$ cat config.mk
export PLATFORM = sky130hd
export DESIGN_NAME = spi_reg_slave
export DESIGN_NICKNAME = d
export VERILOG_FILES = /design/src/common/reg_pkg.sv /design/src/common/spi_pkg.sv /design/src/hw/spi_reg_slave.sv /design/src/hw/spi_reg_bank.sv /design/src/spi_slave/spi_shift_engine.sv /design/src/spi_slave/spi_pin_sync.sv
export SDC_FILE = /design/constraint.sdc
export NUM_CORES = 1
export LEC_CHECK = 0
export BUFFER_PORTS_ARGS = -buffer_cell sky130_fd_sc_hd__buf_2
export CAP_MARGIN = 10
export CORE_UTILIZATION = 62
export DETAILED_ROUTE_END_ITERATION = 7
export PLACE_DENSITY = 0.8
export RECOVER_POWER = 25
export SETUP_SLACK_MARGIN = 0.4
export SLEW_MARGIN = 20
export SYNTH_ARGS = -nofsm -noshare
export SYNTH_HDL_FRONTEND = slang
export SYNTH_SLANG_ARGS = --single-unit
$ cat constraint.sdc
create_clock -name clk_raw -period 2.72 [get_ports clk_raw]
set_clock_uncertainty 0.2 [all_clocks]
set_input_delay 0.272 -clock clk_raw [delete_from_list [all_inputs] [get_ports clk_raw]]
set_output_delay 0.272 -clock clk_raw [all_outputs]
set_load 0.03 [all_outputs]
$ cat src/common/reg_pkg.sv
`default_nettype none

package reg_pkg;

    // Register map size.
    localparam int REG_COUNT = 8;
    localparam int REG_ADDR_BITS = 3; // Index bits of a valid address.

    // Write notification, valid for one clk_raw cycle.
    // Addresses above the map still report, with the full 7-bit address.
    typedef struct packed {
        logic       valid;
        logic [6:0] addr;
        logic [7:0] data;
    } reg_wr_event_t;

endpackage

`default_nettype wire

$ cat src/common/spi_pkg.sv
`default_nettype none

package spi_pkg;

    // Bits per SPI byte, MSB first.
    localparam int FRAME_BITS = 8;
    localparam int FRAME_CNT_BITS = $clog2(FRAME_BITS); // Bit counter width.

    // Clock polarity and phase, held static while csn is low.
    typedef struct packed {
        logic cpol; // Idle level of sclk.
        logic cpha; // 1 shifts on the leading edge.
    } spi_mode_t;

    // One-cycle strobes from the pin synchronizer, in clk_raw.
    typedef struct packed {
        logic start;  // csn fell.
        logic stop;   // csn rose.
        logic sample; // Capture mosi now.
        logic shift;  // Advance miso now.
        logic mosi;   // Synchronized mosi, valid with sample.
    } spi_edges_t;

    // Command byte layout.
    typedef struct packed {
        logic       rw;   // 1 is a read.
        logic [6:0] addr; // Start address of the burst.
    } spi_cmd_t;

    // A received byte seen as a command or as plain data.
    typedef union packed {
        spi_cmd_t         cmd;
        logic [7:0]       data;
    } spi_frame_u;

endpackage

`default_nettype wire
$ cat src/hw/spi_reg_slave.sv
`timescale 1ns/1ps
`default_nettype none

module spi_reg_slave (
    input  logic                   clk_raw,
    input  logic                   rst_n,
    input  spi_pkg::spi_mode_t     mode,
    input  logic                   sclk,
    input  logic                   mosi,
    input  logic                   csn,
    output logic                   miso,
    output logic                   miso_en,
    output reg_pkg::reg_wr_event_t wr_event
);
    import spi_pkg::*;

    spi_edges_t edges;
    spi_frame_u rx_byte;
    logic [7:0] tx_byte;
    logic       byte_done;

    // Pin side in the clk_raw domain.
    spi_pin_sync i_spi_pin_sync (
        .clk_raw (clk_raw),
        .rst_n   (rst_n),
        .mode    (mode),
        .sclk    (sclk),
        .mosi    (mosi),
        .csn     (csn),
        .edges   (edges)
    );

    spi_shift_engine i_spi_shift_engine (
        .clk_raw   (clk_raw),
        .rst_n     (rst_n),
        .edges     (edges),
        .tx_byte   (tx_byte),
        .rx_byte   (rx_byte),
        .byte_done (byte_done),
        .miso      (miso),
        .miso_en   (miso_en)
    );

    // Command decode and register storage.
    spi_reg_bank i_spi_reg_bank (
        .clk_raw   (clk_raw),
        .rst_n     (rst_n),
        .start     (edges.start),
        .byte_done (byte_done),
        .rx_byte   (rx_byte),
        .tx_byte   (tx_byte),
        .wr_event  (wr_event)
    );

endmodule

`default_nettype wire

$ cat src/hw/spi_reg_bank.sv
`timescale 1ns/1ps
`default_nettype none

module spi_reg_bank (
    input  logic                  clk_raw,
    input  logic                  rst_n,
    input  logic                  start,
    input  logic                  byte_done,
    input  spi_pkg::spi_frame_u   rx_byte,
    output logic [7:0]            tx_byte,
    output reg_pkg::reg_wr_event_t wr_event
);
    import reg_pkg::*;

    logic [7:0] regs [REG_COUNT];
    logic [7:0] wr_count; // Completed in-map writes, mod 256.
    logic       cmd_next; // Next byte_done is the command byte.
    logic       rw_q;
    logic [6:0] addr_q;
    logic [7:0] tx_data;
    logic       wr_valid;
    logic [6:0] ev_addr;
    logic [7:0] ev_data;
    logic       addr_ok;

    // Out-of-map reads return zero.
    function automatic logic [7:0] rd_reg(input logic [6:0] a);
        if (a < 7'(REG_COUNT)) begin
            return regs[a[REG_ADDR_BITS-1:0]];
        end
        return 8'h00;
    endfunction

    assign addr_ok = (addr_q < 7'(REG_COUNT));

    always_ff @(posedge clk_raw or negedge rst_n) begin
        if (!rst_n) begin
            for (int i = 0; i < REG_COUNT; i++) begin
                regs[i] <= 8'h00;
            end
            wr_count <= 8'h00;
            cmd_next <= 1'b1;
            rw_q     <= 1'b0;
            addr_q   <= 7'h00;
            tx_data  <= 8'h00;
            wr_valid <= 1'b0;
        end else begin
            wr_valid <= 1'b0;
            if (start) begin
                cmd_next <= 1'b1;
                tx_data  <= wr_count; // Status stays up for the command byte.
            end else if (byte_done && cmd_next) begin
                cmd_next <= 1'b0;
                rw_q     <= rx_byte.cmd.rw;
                addr_q   <= rx_byte.cmd.addr;
                if (rx_byte.cmd.rw) begin
                    tx_data <= rd_reg(rx_byte.cmd.addr);
                end
            end else if (byte_done) begin
                addr_q <= addr_q + 7'd1; // Burst moves to the next address.
                if (rw_q) begin
                    tx_data <= rd_reg(addr_q + 7'd1);
                end else begin
                    wr_valid <= 1'b1; // Reported even when dropped.
                    if (addr_ok) begin
                        regs[addr_q[REG_ADDR_BITS-1:0]] <= rx_byte.data;
                        wr_count <= wr_count + 8'd1;
                    end
                end
            end
        end
    end

    // Event payload, qualified by wr_valid.
    always_ff @(posedge clk_raw) begin
        if (byte_done && !cmd_next && !rw_q) begin
            ev_addr <= addr_q;
            ev_data <= rx_byte.data;
        end
    end

    assign wr_event = '{valid: wr_valid, addr: ev_addr, data: ev_data};

    // The shift engine loads on the start strobe itself, so status bypasses tx_data.
    assign tx_byte = start ? wr_count : tx_data;

endmodule

`default_nettype wire

$ cat src/spi_slave/spi_shift_engine.sv
`timescale 1ns/1ps
`default_nettype none

module spi_shift_engine (
    input  logic                clk_raw,
    input  logic                rst_n,
    input  spi_pkg::spi_edges_t edges,
    input  logic [7:0]          tx_byte,
    output spi_pkg::spi_frame_u rx_byte,
    output logic                byte_done,
    output logic                miso,
    output logic                miso_en
);
    import spi_pkg::*;

    logic [FRAME_CNT_BITS-1:0] bit_cnt;
    logic [FRAME_BITS-1:0]     rx_sh;
    logic [FRAME_BITS-1:0]     tx_sh;
    logic                      load_pending; // Next shift loads a fresh byte.
    logic                      last_bit;

    assign last_bit = (bit_cnt == FRAME_CNT_BITS'(FRAME_BITS - 1));

    // Bit count, byte boundary and the open-transaction level.
    always_ff @(posedge clk_raw or negedge rst_n) begin
        if (!rst_n) begin
            bit_cnt      <= '0;
            load_pending <= 1'b0;
            byte_done    <= 1'b0;
            miso_en      <= 1'b0;
        end else begin
            byte_done <= 1'b0;
            if (edges.start) begin
                bit_cnt      <= '0;
                load_pending <= 1'b1; // Lets a leading-edge shift re-present the MSB.
                miso_en      <= 1'b1;
            end else if (edges.stop) begin
                miso_en <= 1'b0;
            end else if (edges.sample && miso_en) begin
                bit_cnt      <= bit_cnt + 1'b1; // Wraps for back-to-back bytes.
                load_pending <= last_bit;
                byte_done    <= last_bit;
            end else if (edges.shift && miso_en) begin
                load_pending <= 1'b0;
            end
        end
    end

    // Receive side. The full byte sits here while byte_done is high.
    always_ff @(posedge clk_raw) begin
        if (edges.sample && miso_en) begin
            rx_sh <= {rx_sh[FRAME_BITS-2:0], edges.mosi};
        end
    end

    assign rx_byte = rx_sh;

    // Transmit side.
    always_ff @(posedge clk_raw or negedge rst_n) begin
        if (!rst_n) begin
            tx_sh <= '0;
        end else if (edges.stop) begin
            tx_sh <= '0; // Quiet miso between transactions.
        end else if (edges.start) begin
            tx_sh <= tx_byte; // MSB is out before the first edge.
        end else if (edges.shift && miso_en) begin
            if (load_pending) begin
                tx_sh <= tx_byte; // Byte boundary.
            end else begin
                tx_sh <= {tx_sh[FRAME_BITS-2:0], 1'b0};
            end
        end
    end

    assign miso = tx_sh[FRAME_BITS-1];

endmodule

`default_nettype wire

$ cat src/spi_slave/spi_pin_sync.sv
`timescale 1ns/1ps
`default_nettype none

module spi_pin_sync (
    input  logic                clk_raw,
    input  logic                rst_n,
    input  spi_pkg::spi_mode_t  mode,
    input  logic                sclk,
    input  logic                mosi,
    input  logic                csn,
    output spi_pkg::spi_edges_t edges
);
    logic [1:0] sclk_s;
    logic [1:0] mosi_s;
    logic [1:0] csn_s;
    logic       sclk_d; // Previous synchronized sclk.
    logic       csn_d;

    logic       lvl_cur;
    logic       lvl_prev;
    logic       lead;
    logic       trail;
    logic       active;

    // Two-flop synchronizers plus one history stage.
    always_ff @(posedge clk_raw or negedge rst_n) begin
        if (!rst_n) begin
            sclk_s <= 2'b00;
            mosi_s <= 2'b00;
            csn_s  <= 2'b11; // Bus idle.
            sclk_d <= 1'b0;
            csn_d  <= 1'b1;
        end else begin
            sclk_s <= {sclk_s[0], sclk};
            mosi_s <= {mosi_s[0], mosi};
            csn_s  <= {csn_s[0], csn};
            sclk_d <= sclk_s[1];
            csn_d  <= csn_s[1];
        end
    end

    // Fold polarity in, so leading is always idle to active.
    assign lvl_cur  = sclk_s[1] ^ mode.cpol;
    assign lvl_prev = sclk_d ^ mode.cpol;
    assign active   = ~csn_s[1];
    assign lead     = active & lvl_cur & ~lvl_prev;
    assign trail    = active & ~lvl_cur & lvl_prev;

    always_ff @(posedge clk_raw or negedge rst_n) begin
        if (!rst_n) begin
            edges <= '0;
        end else begin
            edges.start <= csn_d & ~csn_s[1];
            edges.stop  <= ~csn_d & csn_s[1];
            // Phase picks which edge captures and which edge drives.
            if (mode.cpha) begin
                edges.sample <= trail;
                edges.shift  <= lead;
            end else begin
                edges.sample <= lead;
                edges.shift  <= trail;
            end
            edges.mosi <= mosi_s[1]; // Aligned with the sclk path.
        end
    end

endmodule

`default_nettype wire

==> reports/results.tsv <==
stage	metric	value	unit
floorplanning	die width	105.8	um
layout	share of cells above drive strength 1	37.36	%
clock_tree	CTS Root Cell	clkbuf_8	
synthesis	area leader, netlist	dfrtp_1	
synthesis	Synth Area in Compound Gates	6.833	%
critical_path	FF-to-FF End	i_spi_reg_bank.tx_data[1]	
synthesis	Most used DFF post-synth	dfrtp_1	
detailed_routing	Avg WL per Cell	21.59	um
synthesis	sequential share of the synthesized area	54.21	%
synthesis	Synth Area in Simple Gates	9.266	%
synthesis	Yosys cell types	45	
hold_path	Hold Crit Depth	0	
critical_path	flop2flop setup slack	0.44	ns
layout	Layout area overhead	15.71	%
floorplanning	row cnt	37	
critical_path	CP arrival	2.53	ns
synthesis	syn_nets	511	
hold_path	hold crit path type	reg -> reg	
detailed_routing	DR vias	4401	
floorplanning	DIE HEIGHT	105.8	um
critical_path	worst path required time	2.97	ns
layout	area of the multi-input gates	2975	sq um
synthesis	XOR/XNOR Fraction of Synth Area	1.835	%
detailed_routing	antenna viol nets, final	0	
global_routing	pin count of the biggest net entering global routing	48	
floorplanning	Die Area	11200	sq um
timing	post-route clock period utilization	83.87	%
synthesis	Cells after Synth	500	
timing	unrepaired setup endpoints after global routing	yes	
synthesis	top-count cell post-synth	dfrtp_1	
placed_design	detailed placement HPWL	9.614	mm
synthesis	fraction of registers with async set or reset after synthesis	83.57	%
status	outcome	finished clean	
hold_path	hold_sp	i_spi_pin_sync.csn_s[0]	
timing	Setup Viol. Count Final	0	
timing	Slew @ Worst Pin	1.001	ns
detailed_routing	drt initial violations	278	
timing	Max-slew headroom	33.28	%
timing	Hold Fails Final Rpt	0	
synthesis	Yosys top cell area share	42.31	%
floorplanning	Initial Util	64.45	%
power	pwr dens	578.7	nW/um^2
critical_path	Critical Path Sink Type	flip-flop	
global_routing	initial antenna violation count	0	
critical_path	critical path class	reg -> reg	
global_routing	vias in the first global route	4421	
global_routing	gr usage total	28.90	%
detailed_routing	routed wire length	14.89	mm
placed_design	placed instance area	7003	sq um
layout	Nets	552	
clock_tree	CTS Buffer Depth	2	
synthesis	Synth area leaders	dfrtp_1 (42%), mux2_2 (14%), edfxtp_1 (10%), mux4_2 (8.1%), mux2i_1 (2.4%)	
clock_tree	total clock sinks	140	
global_routing	first-pass GRT wire length	23.81	mm
hold_path	Endpoint, Worst Hold	i_spi_pin_sync.csn_s[1]	
detailed_routing	residual DRC count	0	
clock_tree	CTS tree	built	
flow_run	Max Cap Viol	0	
synthesis	mux cell area share after synthesis	24.47	%
timing	Final Max Tran Viols	0	
detailed_routing	vias per inst	6.378	
synthesis	post-synthesis adder-cell area fraction	0.7488	%
synthesis	main combinational cell family by area after synthesis	multiplexers	
power	leakage	3.516	nW
layout	post-route cell area	7734	sq um
critical_path	reg-to-reg critical path startpoint	i_spi_reg_bank.cmd_next	
critical_path	CP Launch Point	i_spi_reg_bank.cmd_next	
clock_tree	Reg clk slew, reported paths	0.06	ns
timing	Fin Setup TNS	0	ns
detailed_routing	drt pass-1 iters	5	
layout	Seq. cell area	3627	sq um
synthesis	Synth Warn #	0	
clock_tree	Num CTS Buffers	17	
synthesis	EDFF count, synth	23	
clock_tree	CTS H-tree lvls	4	
layout	Inserted Diodes	0	
floorplanning	core area	10370	sq um
placed_design	GPL Wtd Cong	0.8938	
synthesis	syn avg cell area	13.37	sq um
timing	FMAX	438.3	MHz
synthesis	Cell Area, Synth	6684	sq um
layout	Fillers	662	
synthesis	register bit total from synthesis	140	
critical_path	crit-path max FO	11	
global_routing	remaining global-route overflow	0	
power	maximum vdd drop	0.0006796	V
critical_path	Critical Path Source Type	flip-flop	
placed_design	count of input and output buffers	24	
synthesis	Post-synth top cells	dfrtp_1 (113), mux2_2 (83), nor2_1 (30)	
floorplanning	# IOs	25	
critical_path	r2r worst-path depth	5	
clock_tree	worst-skew pair later-pin latency	0.54	ns
timing	crit path time final	2.281	ns
stage by stage:
step                power [mW]  util [%]  hold WS (ns)  cells  worst slack (ns)
floorplan                2.351         -       -0.2236    500            0.4121
global placement         2.425     67.53       0.06929    645           0.07561
detailed placement       2.436     67.53       0.07960    645           0.04232
CTS                      4.498     74.24       0.05555    689            0.4155
global route             4.601     74.58        0.1664    690            0.3572
finish                   4.476     74.58        0.1632    690            0.4386
how the worst max path moves through the flow:
stage	endpoint	slack [ns]
detailed placement	i_spi_reg_bank.tx_data[1]	0.04
global route	i_spi_reg_bank.tx_data[2]	0.36
CTS	i_spi_reg_bank.regs[57]	0.42
global placement	i_spi_reg_bank.tx_data[1]	0.08
finish	i_spi_reg_bank.tx_data[1]	0.44
floorplan	i_spi_reg_bank.tx_data[0]	0.41
repair_timing:
item | in CTS | in global routing
resized for setup | 11 | 7
endpoints found under the setup margin | 9 | 43
buffers inserted | 5 | 1
hold endpoints to repair | 119 | 0
cloned | 0 | 0
hold buffers | 7 | 0
pin swaps | 1 | 3
cell type report:
type	instances	area share, %
Clock inverter	15	1.488
Timing Repair Buffer	59	5.485
Sequential cell	140	46.90
Clock buffer	17	5.355
Inverter	2	0.09707
Multi-Input combinational cell	321	38.47
Tap cell	136	2.200
layout by cell type, fill, tap and decap left out, types with 4 or more instances in the layout:
cell type / netlist / layout
a211o_1: 7 / 7
a21oi_1: 13 / 13
buf_2: 12 / 24
buf_4: 2 / 18
clkbuf_1: 19 / 4
clkbuf_16: 0 / 16
clkinv_4: 0 / 4
dfrtp_1: 113 / 113
dlygate4sd3_1: 0 / 7
edfxtp_1: 23 / 23
ha_1: 4 / 4
inv_6: 0 / 4
mux2_2: 83 / 83
mux2i_1: 16 / 16
mux4_2: 24 / 24
nand2_1: 28 / 28
nand2b_1: 5 / 5
nand3_1: 10 / 8
nor2_1: 30 / 30
nor2b_1: 11 / 11
o21ai_0: 26 / 26
o22ai_1: 8 / 8
xnor2_1: 9 / 9
xor2_1: 5 / 5
cell families after synthesis:
group / count (synthesis)
flip-flops: 140
multiplexers: 123
AND/OR/NAND/NOR: 108
AO/OA/AOI/OAI: 72
buffers and inverters: 39
XOR/XNOR: 14
adder cells (fa/ha/maj): 4
sequential cells by signal (all words and copies together), names as in the netlist, 2 cells and up:
| signal | count |
|---|---|
| i_spi_pin_sync.csn_s | 2 |
| i_spi_pin_sync.edges | 5 |
| i_spi_pin_sync.mosi_s | 2 |
| i_spi_pin_sync.sclk_s | 2 |
| i_spi_reg_bank.addr_q | 7 |
| i_spi_reg_bank.ev_addr | 7 |
| i_spi_reg_bank.ev_data | 8 |
| i_spi_reg_bank.regs | 64 |
| i_spi_reg_bank.tx_data | 8 |
| i_spi_reg_bank.wr_count | 8 |
| i_spi_shift_engine.bit_cnt | 3 |
| i_spi_shift_engine.rx_byte | 8 |
| i_spi_shift_engine.tx_sh | 8 |
critical path, cell delays in order, from the launching register on:
cell and delay (ns):
dfstp_4 0.72, nand4bb_4 0.16, or4_4 0.55, a2111oi_2 0.31
o22ai_1 0.15, o21ai_0 0.10
report_power, final:
part / internal, mW / switching [mW]
combinational: 0.0827 / 0.116
clock: 1.13 / 0.932
sequential: 2.17 / 0.0432
routing by layer:
| metal | part of all wire (%) | track usage, % | vias up |
|---|---|---|---|
| met2 | 49 | 45.00 | 159 |
| li1 | - | - | 1947 |
| met3 | 4.9 | 6.370 | 28 |
| met4 | 2.3 | 11.41 | 0 |
| met5 | 0 | 0 | - |
| met1 | 44 | 39.89 | 2267 |
Power figures use the tool's default switching activity.
